### config.mk
export PLATFORM = sky130hd
export DESIGN_NAME = injector_top
export DESIGN_NICKNAME = d
export VERILOG_FILES = /design/src/design/inj_pkg.sv /design/src/design/inj_descriptor_fetch.sv /design/src/design/inj_packet_tx.sv /design/src/design/injector_top.sv
export VERILOG_INCLUDE_DIRS = /design/src /design/src/include
export SDC_FILE = /design/constraint.sdc
export NUM_CORES = 1
export LEC_CHECK = 0
export ABC_AREA = 1
export BUFFER_PORTS_ARGS = -buffer_cell sky130_fd_sc_hd__buf_2
export CORE_MARGIN = 2
export CORE_UTILIZATION = 45
export CTS_BUF_LIST = sky130_fd_sc_hd__clkbuf_8
export DETAILED_ROUTE_END_ITERATION = 16
export GPL_ROUTABILITY_DRIVEN = 0
export PLACE_DENSITY = 0.72
export SYNTH_ARGS = -nofsm -noshare
export SYNTH_HDL_FRONTEND = slang
export SYNTH_SLANG_ARGS = --single-unit
### constraint.sdc
create_clock -name clk_i -period 6.6 [get_ports clk_i]
set_input_delay 1.65 -clock clk_i [delete_from_list [all_inputs] [get_ports clk_i]]
set_output_delay 1.65 -clock clk_i [all_outputs]
set_load 0.01 [all_outputs]
### src/include/inj_macros.svh
`ifndef INJ_MACROS_SVH
`define INJ_MACROS_SVH

// width of a network flit and of a source word
`define INJ_FLIT_W 32

// flits in a TASK_ALLOCATION header, the payload size counts all but the first two
`define INJ_HEADER_FLITS 13

`define INJ_SVC_TASK_ALLOCATION 32'h40

// mapper address carried in header flit 4
`define INJ_MAPPER_ADDR 32'h0

`endif

### src/design/inj_pkg.sv
`default_nettype none

`include "inj_macros.svh"

package inj_pkg;

    typedef logic [`INJ_FLIT_W-1:0] flit_t;    // flit or source word
    typedef logic [7:0]             task_id_t; // app id or task index
    typedef logic [3:0]             hdr_idx_t; // position in header

    // descriptor fetch stage
    typedef enum logic [2:0] {
        APP,
        TARGET,
        TEXT,
        DATA,
        BSS,
        ENTRY,
        HANDOFF,
        WAIT_ACK
    } fetch_state_t;

    // packet transmit stage
    typedef enum logic [1:0] {
        IDLE,
        HEADER,
        BODY,
        ACK
    } tx_state_t;

endpackage

`default_nettype wire

### src/design/inj_descriptor_fetch.sv
`default_nettype none

`include "inj_macros.svh"

module inj_descriptor_fetch
    import inj_pkg::*;
(
    input  logic  clk_i,
    input  logic  rst_ni,

    input  logic  src_rx_i,
    input  flit_t src_data_i,
    input  logic  body_credit_i,
    output logic  src_credit_o,

    output logic  desc_req_o,
    input  logic  desc_ack_i,
    output flit_t desc_target_o,
    output flit_t desc_text_o,
    output flit_t desc_data_o,
    output flit_t desc_bss_o,
    output flit_t desc_entry_o,
    output flit_t desc_size_o,
    output flit_t desc_task_word_o
);

    fetch_state_t state_q;
    fetch_state_t state_d;

    task_id_t task_cnt_q;
    task_id_t task_idx_q;
    task_id_t app_id_q;

    flit_t target_q;
    flit_t text_q;
    flit_t data_q;
    flit_t bss_q;
    flit_t entry_q;
    flit_t size_q;

    logic src_accept;
    logic last_task;

    // body words pass through to the tx stage once the header is handed off
    assign src_credit_o = (state_q inside {APP, TARGET, TEXT, DATA, BSS, ENTRY}) ? 1'b1
                                                                                : body_credit_i;

    assign src_accept = src_rx_i && src_credit_o;
    assign last_task  = (task_idx_q == task_cnt_q - 8'd1);

    always_comb begin
        state_d = state_q;
        case (state_q)
            APP:      state_d = src_accept ? TARGET : APP;
            TARGET:   state_d = src_accept ? TEXT : TARGET;
            TEXT:     state_d = src_accept ? DATA : TEXT;
            DATA:     state_d = src_accept ? BSS : DATA;
            BSS:      state_d = src_accept ? ENTRY : BSS;
            ENTRY:    state_d = src_accept ? HANDOFF : ENTRY;
            HANDOFF:  state_d = desc_ack_i ? WAIT_ACK : HANDOFF; // packet fully sent
            WAIT_ACK: begin
                if (!desc_ack_i) begin
                    state_d = last_task ? APP : TARGET;
                end
            end
            default:  state_d = APP;
        endcase
    end

    always_ff @(posedge clk_i or negedge rst_ni) begin
        if (!rst_ni) begin
            state_q    <= APP;
            task_cnt_q <= '0;
            task_idx_q <= '0;
        end else begin
            state_q <= state_d;
            if (state_q == APP && src_accept) begin
                task_cnt_q <= src_data_i[7:0];
                task_idx_q <= '0;
            end else if (state_q == WAIT_ACK && !desc_ack_i && !last_task) begin
                task_idx_q <= task_idx_q + 8'd1; // handshake closed
            end
        end
    end

    // size goes text, text+data, words, then plus header flits past the size flit
    always_ff @(posedge clk_i) begin
        if (src_accept) begin
            case (state_q)
                APP: begin
                    app_id_q <= src_data_i[15:8];
                end
                TARGET: begin
                    target_q <= src_data_i;
                end
                TEXT: begin
                    text_q <= src_data_i;
                    size_q <= src_data_i;
                end
                DATA: begin
                    data_q <= src_data_i;
                    size_q <= size_q + src_data_i;
                end
                BSS: begin
                    bss_q  <= src_data_i;
                    size_q <= size_q >> 2; // bytes to words
                end
                ENTRY: begin
                    entry_q <= src_data_i;
                    size_q  <= size_q + flit_t'(`INJ_HEADER_FLITS - 2);
                end
                default: ;
            endcase
        end
    end

    assign desc_req_o       = (state_q == HANDOFF);
    assign desc_target_o    = target_q;
    assign desc_text_o      = text_q;
    assign desc_data_o      = data_q;
    assign desc_bss_o       = bss_q;
    assign desc_entry_o     = entry_q;
    assign desc_size_o      = size_q;
    assign desc_task_word_o = flit_t'({app_id_q, task_idx_q});

endmodule

`default_nettype wire

### src/design/inj_packet_tx.sv
`default_nettype none

`include "inj_macros.svh"

module inj_packet_tx
    import inj_pkg::*;
(
    input  logic  clk_i,
    input  logic  rst_ni,

    input  logic  desc_req_i,
    output logic  desc_ack_o,
    input  flit_t desc_target_i,
    input  flit_t desc_text_i,
    input  flit_t desc_data_i,
    input  flit_t desc_bss_i,
    input  flit_t desc_entry_i,
    input  flit_t desc_size_i,
    input  flit_t desc_task_word_i,

    input  logic  src_rx_i,
    input  flit_t src_data_i,
    output logic  body_credit_o,

    output logic  noc_tx_o,
    input  logic  noc_credit_i,
    output flit_t noc_data_o
);

    tx_state_t state_q;
    tx_state_t state_d;

    flit_t    hdr_q [`INJ_HEADER_FLITS];
    hdr_idx_t hdr_idx_q;
    flit_t    body_cnt_q; // body words still to forward

    logic hdr_last;
    logic body_xfer;

    assign hdr_last  = (hdr_idx_q == hdr_idx_t'(`INJ_HEADER_FLITS - 1));
    assign body_xfer = src_rx_i && noc_credit_i;

    always_comb begin
        state_d = state_q;
        case (state_q)
            IDLE:    state_d = desc_req_i ? HEADER : IDLE;
            HEADER: begin
                if (noc_credit_i && hdr_last) begin
                    state_d = (body_cnt_q == '0) ? ACK : BODY; // empty body skips BODY
                end
            end
            BODY: begin
                if (body_xfer && body_cnt_q == flit_t'(1)) begin
                    state_d = ACK;
                end
            end
            ACK:     state_d = desc_req_i ? ACK : IDLE;
            default: state_d = IDLE;
        endcase
    end

    always_ff @(posedge clk_i or negedge rst_ni) begin
        if (!rst_ni) begin
            state_q    <= IDLE;
            hdr_idx_q  <= '0;
            body_cnt_q <= '0;
        end else begin
            state_q <= state_d;
            if (state_q == IDLE && desc_req_i) begin
                body_cnt_q <= desc_size_i - flit_t'(`INJ_HEADER_FLITS - 2);
            end else if (state_q == BODY && body_xfer) begin
                body_cnt_q <= body_cnt_q - flit_t'(1);
            end
            if (state_q == HEADER && noc_credit_i) begin
                hdr_idx_q <= hdr_last ? '0 : hdr_idx_q + 4'd1;
            end
        end
    end

    // TASK_ALLOCATION header, unused flits stay zero
    always_ff @(posedge clk_i) begin
        if (state_q == IDLE && desc_req_i) begin
            for (int i = 0; i < `INJ_HEADER_FLITS; i++) begin
                hdr_q[i] <= '0;
            end
            hdr_q[0]  <= desc_target_i;
            hdr_q[1]  <= desc_size_i;
            hdr_q[2]  <= `INJ_SVC_TASK_ALLOCATION;
            hdr_q[3]  <= desc_task_word_i; // app id and task index
            hdr_q[4]  <= `INJ_MAPPER_ADDR;
            hdr_q[9]  <= desc_data_i;
            hdr_q[10] <= desc_text_i;
            hdr_q[11] <= desc_bss_i;
            hdr_q[12] <= desc_entry_i;
        end
    end

    always_comb begin
        noc_tx_o      = 1'b0;
        noc_data_o    = src_data_i;
        body_credit_o = 1'b0;
        case (state_q)
            HEADER: begin
                noc_tx_o   = 1'b1;
                noc_data_o = hdr_q[hdr_idx_q];
            end
            BODY: begin
                noc_tx_o      = src_rx_i; // source words go straight out
                body_credit_o = noc_credit_i;
            end
            default: ;
        endcase
    end

    assign desc_ack_o = (state_q == ACK);

endmodule

`default_nettype wire

### src/design/injector_top.sv
`default_nettype none

module injector_top
    import inj_pkg::*;
(
    input  logic  clk_i,
    input  logic  rst_ni,

    input  logic  src_rx_i,
    output logic  src_credit_o,
    input  flit_t src_data_i,

    output logic  noc_tx_o,
    input  logic  noc_credit_i,
    output flit_t noc_data_o
);

    logic  desc_req;
    logic  desc_ack;
    logic  body_credit;
    flit_t desc_target;
    flit_t desc_text;
    flit_t desc_data;
    flit_t desc_bss;
    flit_t desc_entry;
    flit_t desc_size;
    flit_t desc_task_word;

    inj_descriptor_fetch inj_descriptor_fetch_i (
        .clk_i            (clk_i),
        .rst_ni           (rst_ni),
        .src_rx_i         (src_rx_i),
        .src_data_i       (src_data_i),
        .body_credit_i    (body_credit),
        .src_credit_o     (src_credit_o),
        .desc_req_o       (desc_req),
        .desc_ack_i       (desc_ack),
        .desc_target_o    (desc_target),
        .desc_text_o      (desc_text),
        .desc_data_o      (desc_data),
        .desc_bss_o       (desc_bss),
        .desc_entry_o     (desc_entry),
        .desc_size_o      (desc_size),
        .desc_task_word_o (desc_task_word)
    );

    // one packet in flight, both stages share the source port
    inj_packet_tx inj_packet_tx_i (
        .clk_i            (clk_i),
        .rst_ni           (rst_ni),
        .desc_req_i       (desc_req),
        .desc_ack_o       (desc_ack),
        .desc_target_i    (desc_target),
        .desc_text_i      (desc_text),
        .desc_data_i      (desc_data),
        .desc_bss_i       (desc_bss),
        .desc_entry_i     (desc_entry),
        .desc_size_i      (desc_size),
        .desc_task_word_i (desc_task_word),
        .src_rx_i         (src_rx_i),
        .src_data_i       (src_data_i),
        .body_credit_o    (body_credit),
        .noc_tx_o         (noc_tx_o),
        .noc_credit_i     (noc_credit_i),
        .noc_data_o       (noc_data_o)
    );

endmodule

`default_nettype wire

* Yosys cells after proc, flatten, opt, wreduce, memory -nomap -nowiden *
Memories as Yosys holds them, arrays and structs flattened.
Cells that the tools add are included.

storage, ports and cells
  register bits = 257
  bits of input ports = 36
  memories kept = 1
  word-level logic and storage cells = 110
  bits in writable memories = 416

cells by class
  multiplexer cells = 37
  add/subtract/negate cells = 7
  bitwise logic cells = 9
  reduce and logical (&&, ||, !) cells = 27
  equality and inequality tests = 16

memories
  memory                 depth  width  rd ports  clocked after Yosys merged registers in  write ports  line                 RTL
  inj_packet_tx_i.hdr_q  13     32     1         0                                        13           inj_packet_tx.sv:33  flit_t hdr_q [`INJ_HEADER_FLITS];

operator list
  operator                                              count
  two-way mux 32 bit                                    12
  case mux 32 bit (4 select lines)                      1
  adder 32 bit                                          1
  adder 32 x 4 -> 32 bit, second input constant         1
  equality test 32 x 1 -> 1 bit, second input constant  1
  logical NOT 32 bit                                    1
  subtractor 32 x 1 -> 32 bit, second input constant    1
  subtractor 32 x 4 -> 32 bit, second input constant    1
  case mux 3 bit (8 select lines)                       1
  two-way mux 8 bit                                     2
  AND reduction 2 bit                                   8
  equality test 3 bit, second input constant            4
  two-way mux 1 bit                                     11
  logical AND 1 bit                                     10
  two-way mux 2 bit                                     5
  bitwise OR 1 bit                                      9
  adder 8 x 1 -> 8 bit, second input constant           1
  equality test 8 bit                                   1
  case mux 2 bit (4 select lines)                       1
  subtractor 8 x 1 -> 8 bit, second input constant      1
  equality test 3 x 2 -> 1 bit, second input constant   2
  two-way mux 3 bit                                     2
  nonzero test 6 bit                                    1
  adder 4 x 1 -> 4 bit, second input constant           1
  other kinds (13)                                      17

* Longest topological paths before layout *
  depth in word-level cells = 6
  depth in mapped cells = 17
  depth with buffers taken out = 16

* Hierarchy *
From an unflattened synthesis, not the netlist that was laid out.

unflattened totals
  cell total of the unflattened synthesis = 2363
  area, all modules = 23171.0 µm²

modules (own cells, without submodules)
  module                cells each  instances  area each (µm²)  sequential area each (µm²)
  inj_packet_tx         1309        1          12698.4          7677.4
  inj_descriptor_fetch  1054        1          10472.5          6481.2

* Worst setup path after synthesis *
Ideal clock, no wire load.

  path type = input to register
  from = input noc_credit_i
  to = register inj_descriptor_fetch_i.text_q[0] (netlist: inj_descriptor_fetch_i.desc_text_o[0]), enable pin
  data arrival time = 4.209 ns
  setup slack = 1.927 ns
  stages on the path = 4
  setup time = 0.463 ns
  required time = 6.137 ns
  cell sequence = nand2_1 > nand2_1 > nand2_2 > nor3_1

between the ends
  word-level cells in the longest chain between the ends = 4

ends and longest elaborated chain
  item                           line                        RTL
  start, declared                injector_top.sv:14          input logic noc_credit_i,
  two-way mux 1 bit              inj_packet_tx.sv:102        case (state_q)
  two-way mux 1 bit              inj_descriptor_fetch.sv:45  assign src_credit_o = (state_q inside {APP, TARGET, TEXT, DATA, BSS, ENTRY}) ? 1'b1
  net src_credit_o               injector_top.sv:10          output logic src_credit_o,
  logical AND 1 bit              inj_descriptor_fetch.sv:48  assign src_accept = src_rx_i && src_credit_o;
  AND reduction 2 bit (no line)  n/a
  end signal, assigned           inj_descriptor_fetch.sv:97  text_q <= src_data_i;
  end, declared                  inj_descriptor_fetch.sv:35  flit_t text_q;

The timed path passes the listed nets, and every way through them passes these cells.
A chain may end at the register's enable or synchronous reset.

* Worst setup path in the final report *
  from = register inj_packet_tx_i.hdr_idx_q[2]
  to = output noc_data_o[0]

between the ends
  word-level cells in the longest chain between the ends = 2

ends and longest elaborated chain
  item                    line                  RTL
  start, declared         inj_packet_tx.sv:34   hdr_idx_t hdr_idx_q;
  start signal, assigned  inj_packet_tx.sv:75   hdr_idx_q <= hdr_last ? '0 : hdr_idx_q + 4'd1;
  memory (13 x 32 bit)    n/a
  two-way mux 32 bit      inj_packet_tx.sv:102
  end, declared           injector_top.sv:15    output flit_t noc_data_o

No other way between the ends.

==> reports/metrics.csv <==
metric,value,unit
layout_common_cells,"nand2_1 (582), edfxtp_1 (408), inv_1 (257)",
die_y,226,microns
initial_utilization,0.456,
clkTransAtPathRegs,60,ps
p_leak,0.0101,uW
holdBufCountCts,0,
crit_fanout,26,
syn_avg_cell_area,9.80,sq um
slowest_delay,640,ps
wl_per_cell,18.1,microns
grt_remaining_overflow,0,
antenna_cells,0,
timing.rr.end,inj_packet_tx_i.hdr_q[11][27],
grt_pass1_vias,16300,
route.detailed.drc,0,
grt_max_degree,128,
start_kind,flop,
utilization,0.506,
reg2reg_setup_slack,3340,ps
finalSetupViolCount,0,
rsz0062_at_grt,false,
hold_viol_final,0,
synth_async_sr_flop_share,0.123,
place_area,23300,sq um
drt_iter0_markers,1738,
endpoint_kind,output pin,
synth_nets,2354,
highest_layer,met5,
r2r-start,inj_descriptor_fetch_i.state_q[1],
cts_root_buf,clkbuf_8,
final_area,24700,sq um
critical_path_class,flop to output pin,
ant_nets,0,
die_width,226,microns
timing.final.crit_share,0.754,
htreeDepth,3,
tns,0,ps
floorplan.rows,81,
max_freq,201,MHz
hold_ws,409,ps
arrival,3320,ps
synth_cells,2270,
drt-pass1-iter-count,6,
yosys.area.top_type_share,0.551,
drive_gt1_frac,0.0991,
post_cts_buffers,0,
io_pins,70,
final.min_clock_period,4970,ps
clk_path_buf_depth,3,
hold_depth,0,
crit_family,buffers and inverters,
antenna_found_initial,1,
vias_per_cell,5.42,
power_per_cell_area,294,nW/um^2
hold_end,inj_packet_tx_i.hdr_q[10][24],
dpl.hpwl,36900,microns
ys_ff_latch,465,
final_common_cell,nand2_1,
min_path_type,flop to flop,
hp-start,inj_descriptor_fetch_i.desc_text_o[24],
outcome,"finished, final reports clean",
vias,16700,
drv_cap,0,
fin_skew,43.7,ps
required,4950,ps
clkSinkCount,465,
met3_length,4550,microns
max-vdd-ir-drop,0.171,mV
nets,2450,
path_cells,"buf_4, nor2_2, nand2_2, inv_2, o211ai_1, a31oi_1, buf_2",
synth.top_cells.by_area,"edfxtp_1 (55%), nand2_1 (9.8%), dfrtp_1 (6.4%)",
cts_buffers,75,
critPathBufInv,3,
slew_headroom,0.172,
core_area,48800,sq um
dr_wl_met2,25800,microns
netlist_area,22300,sq um
ctsResizeCount,0,
drt-met1-wl,23200,microns
grt_pass1_wl,87100,microns
synth-main-ff-cell,edfxtp_1,
yosys.area.top_type,edfxtp_1,
clock_latency,670,ps
numPortBuffers,69,
track_usage,0.220,
cts_tree,built,
synth-edff-count,408,
finalWirelength,55800,microns
yosys_warnings,0,
floorplan.die_area,51200,sq um
worstMarginPinSlew,1230,ps
syn_to_final_growth,11.1,%
cp_slowest_cell,dfrtp_1,
yosysSeqAreaShare,0.615,
maxSlewViolCount,0,
synth.distinct_cells,44,
reg2regPathDepth,5,
-- metal layers --
metal,track usage,vias to the layer above
met5,0,-
met4,0.109,2
met3,0.0359,133
met2,0.357,760
met1,0.288,7893
li1,-,7948
-- cell families after synthesis --
| kind of cell | synth area share |
|---|---|
| AND/OR/NAND/NOR | 0.199 |
| AO/OA/AOI/OAI | 0.0906 |
| adder cells (fa/ha/maj) | 0.0273 |
| XOR/XNOR | 0.0110 |
| flip-flops | 0.615 |
| buffers and inverters | 0.0573 |
-- sequential cells by signal (all words and copies together) (netlist names) --
name and flops:
inj_packet_tx_i.hdr_q 208, inj_descriptor_fetch_i.desc_bss_o 32, inj_descriptor_fetch_i.desc_data_o 32, inj_descriptor_fetch_i.desc_entry_o 32
inj_descriptor_fetch_i.desc_size_o 32, inj_descriptor_fetch_i.desc_target_o 32, inj_descriptor_fetch_i.desc_text_o 32, inj_packet_tx_i.body_cnt_q 32
inj_descriptor_fetch_i.app_id_q 8, inj_descriptor_fetch_i.task_cnt_q 8, inj_descriptor_fetch_i.task_idx_q 8, inj_packet_tx_i.hdr_idx_q 4
inj_descriptor_fetch_i.state_q 3, inj_packet_tx_i.state_q 2
-- cells in the mapped netlist, types with 4 or more instances --
library cell,number
a31oi_1,19
and2_1,5
inv_2,10
or2_2,10
buf_4,14
nor2_4,4
and3_1,4
nand4_1,27
nand3b_1,7
nor2_2,7
buf_2,21
o21ai_1,22
o221ai_1,8
nor3_1,17
xnor2_1,10
inv_1,237
ha_1,47
o211ai_1,47
a21oi_1,127
xor2_1,18
o21ai_0,110
a22oi_1,17
clkbuf_1,29
nor2_1,231
nand2_2,9
dfrtp_1,57
nand2_1,582
edfxtp_1,408
nand3_1,148
-- how the worst max path moves through the flow --
stage                                 startpoint                               endpoint  slack [ps]  depth (start not counted)
global placement    inj_packet_tx_i.hdr_idx_q[2]                          noc_data_o[0]        2430                          7
global route        inj_packet_tx_i.hdr_idx_q[2]                          noc_data_o[0]        1470                          7
CTS                 inj_packet_tx_i.hdr_idx_q[2]                          noc_data_o[0]        1620                          7
finish              inj_packet_tx_i.hdr_idx_q[2]                          noc_data_o[0]        1630                          7
detailed placement  inj_packet_tx_i.hdr_idx_q[2]                          noc_data_o[0]        2360                          7
floorplan                           noc_credit_i  inj_descriptor_fetch_i.desc_text_o[0]        1930                          4
-- power by group --
group          leakage, uW  internal [uW]  switching (uW)  total [uW]
sequential         0.00440           3440             162        3610
clock             0.000804           1310            1140        2450
combinational      0.00494            364             845        1210
total               0.0101           5120            2150        7270
-- stage by stage --
| step | worst slack, ps | std cells | total power, uW |
|---|---|---|---|
| after global placement | 2430 | 2953 | 4790 |
| after global routing | 1470 | 3085 | 7600 |
| after CTS | 1620 | 3085 | 7280 |
| final | 1630 | 3085 | 7270 |
| after detailed placement | 2360 | 2953 | 4840 |
| after floorplan | 1930 | 2270 | 4470 |
-- layout make-up --
type                    instances  area, sq um
flip-flops and latches        465        13700
fillers                      4270        24100
multi-input cells            1489         7340
clock inverters                53          379
well taps                     664          831
clock buffers                  79         1090
inverters                     249          942
repair buffers                 86          473
(Power assumes the default switching activity.)
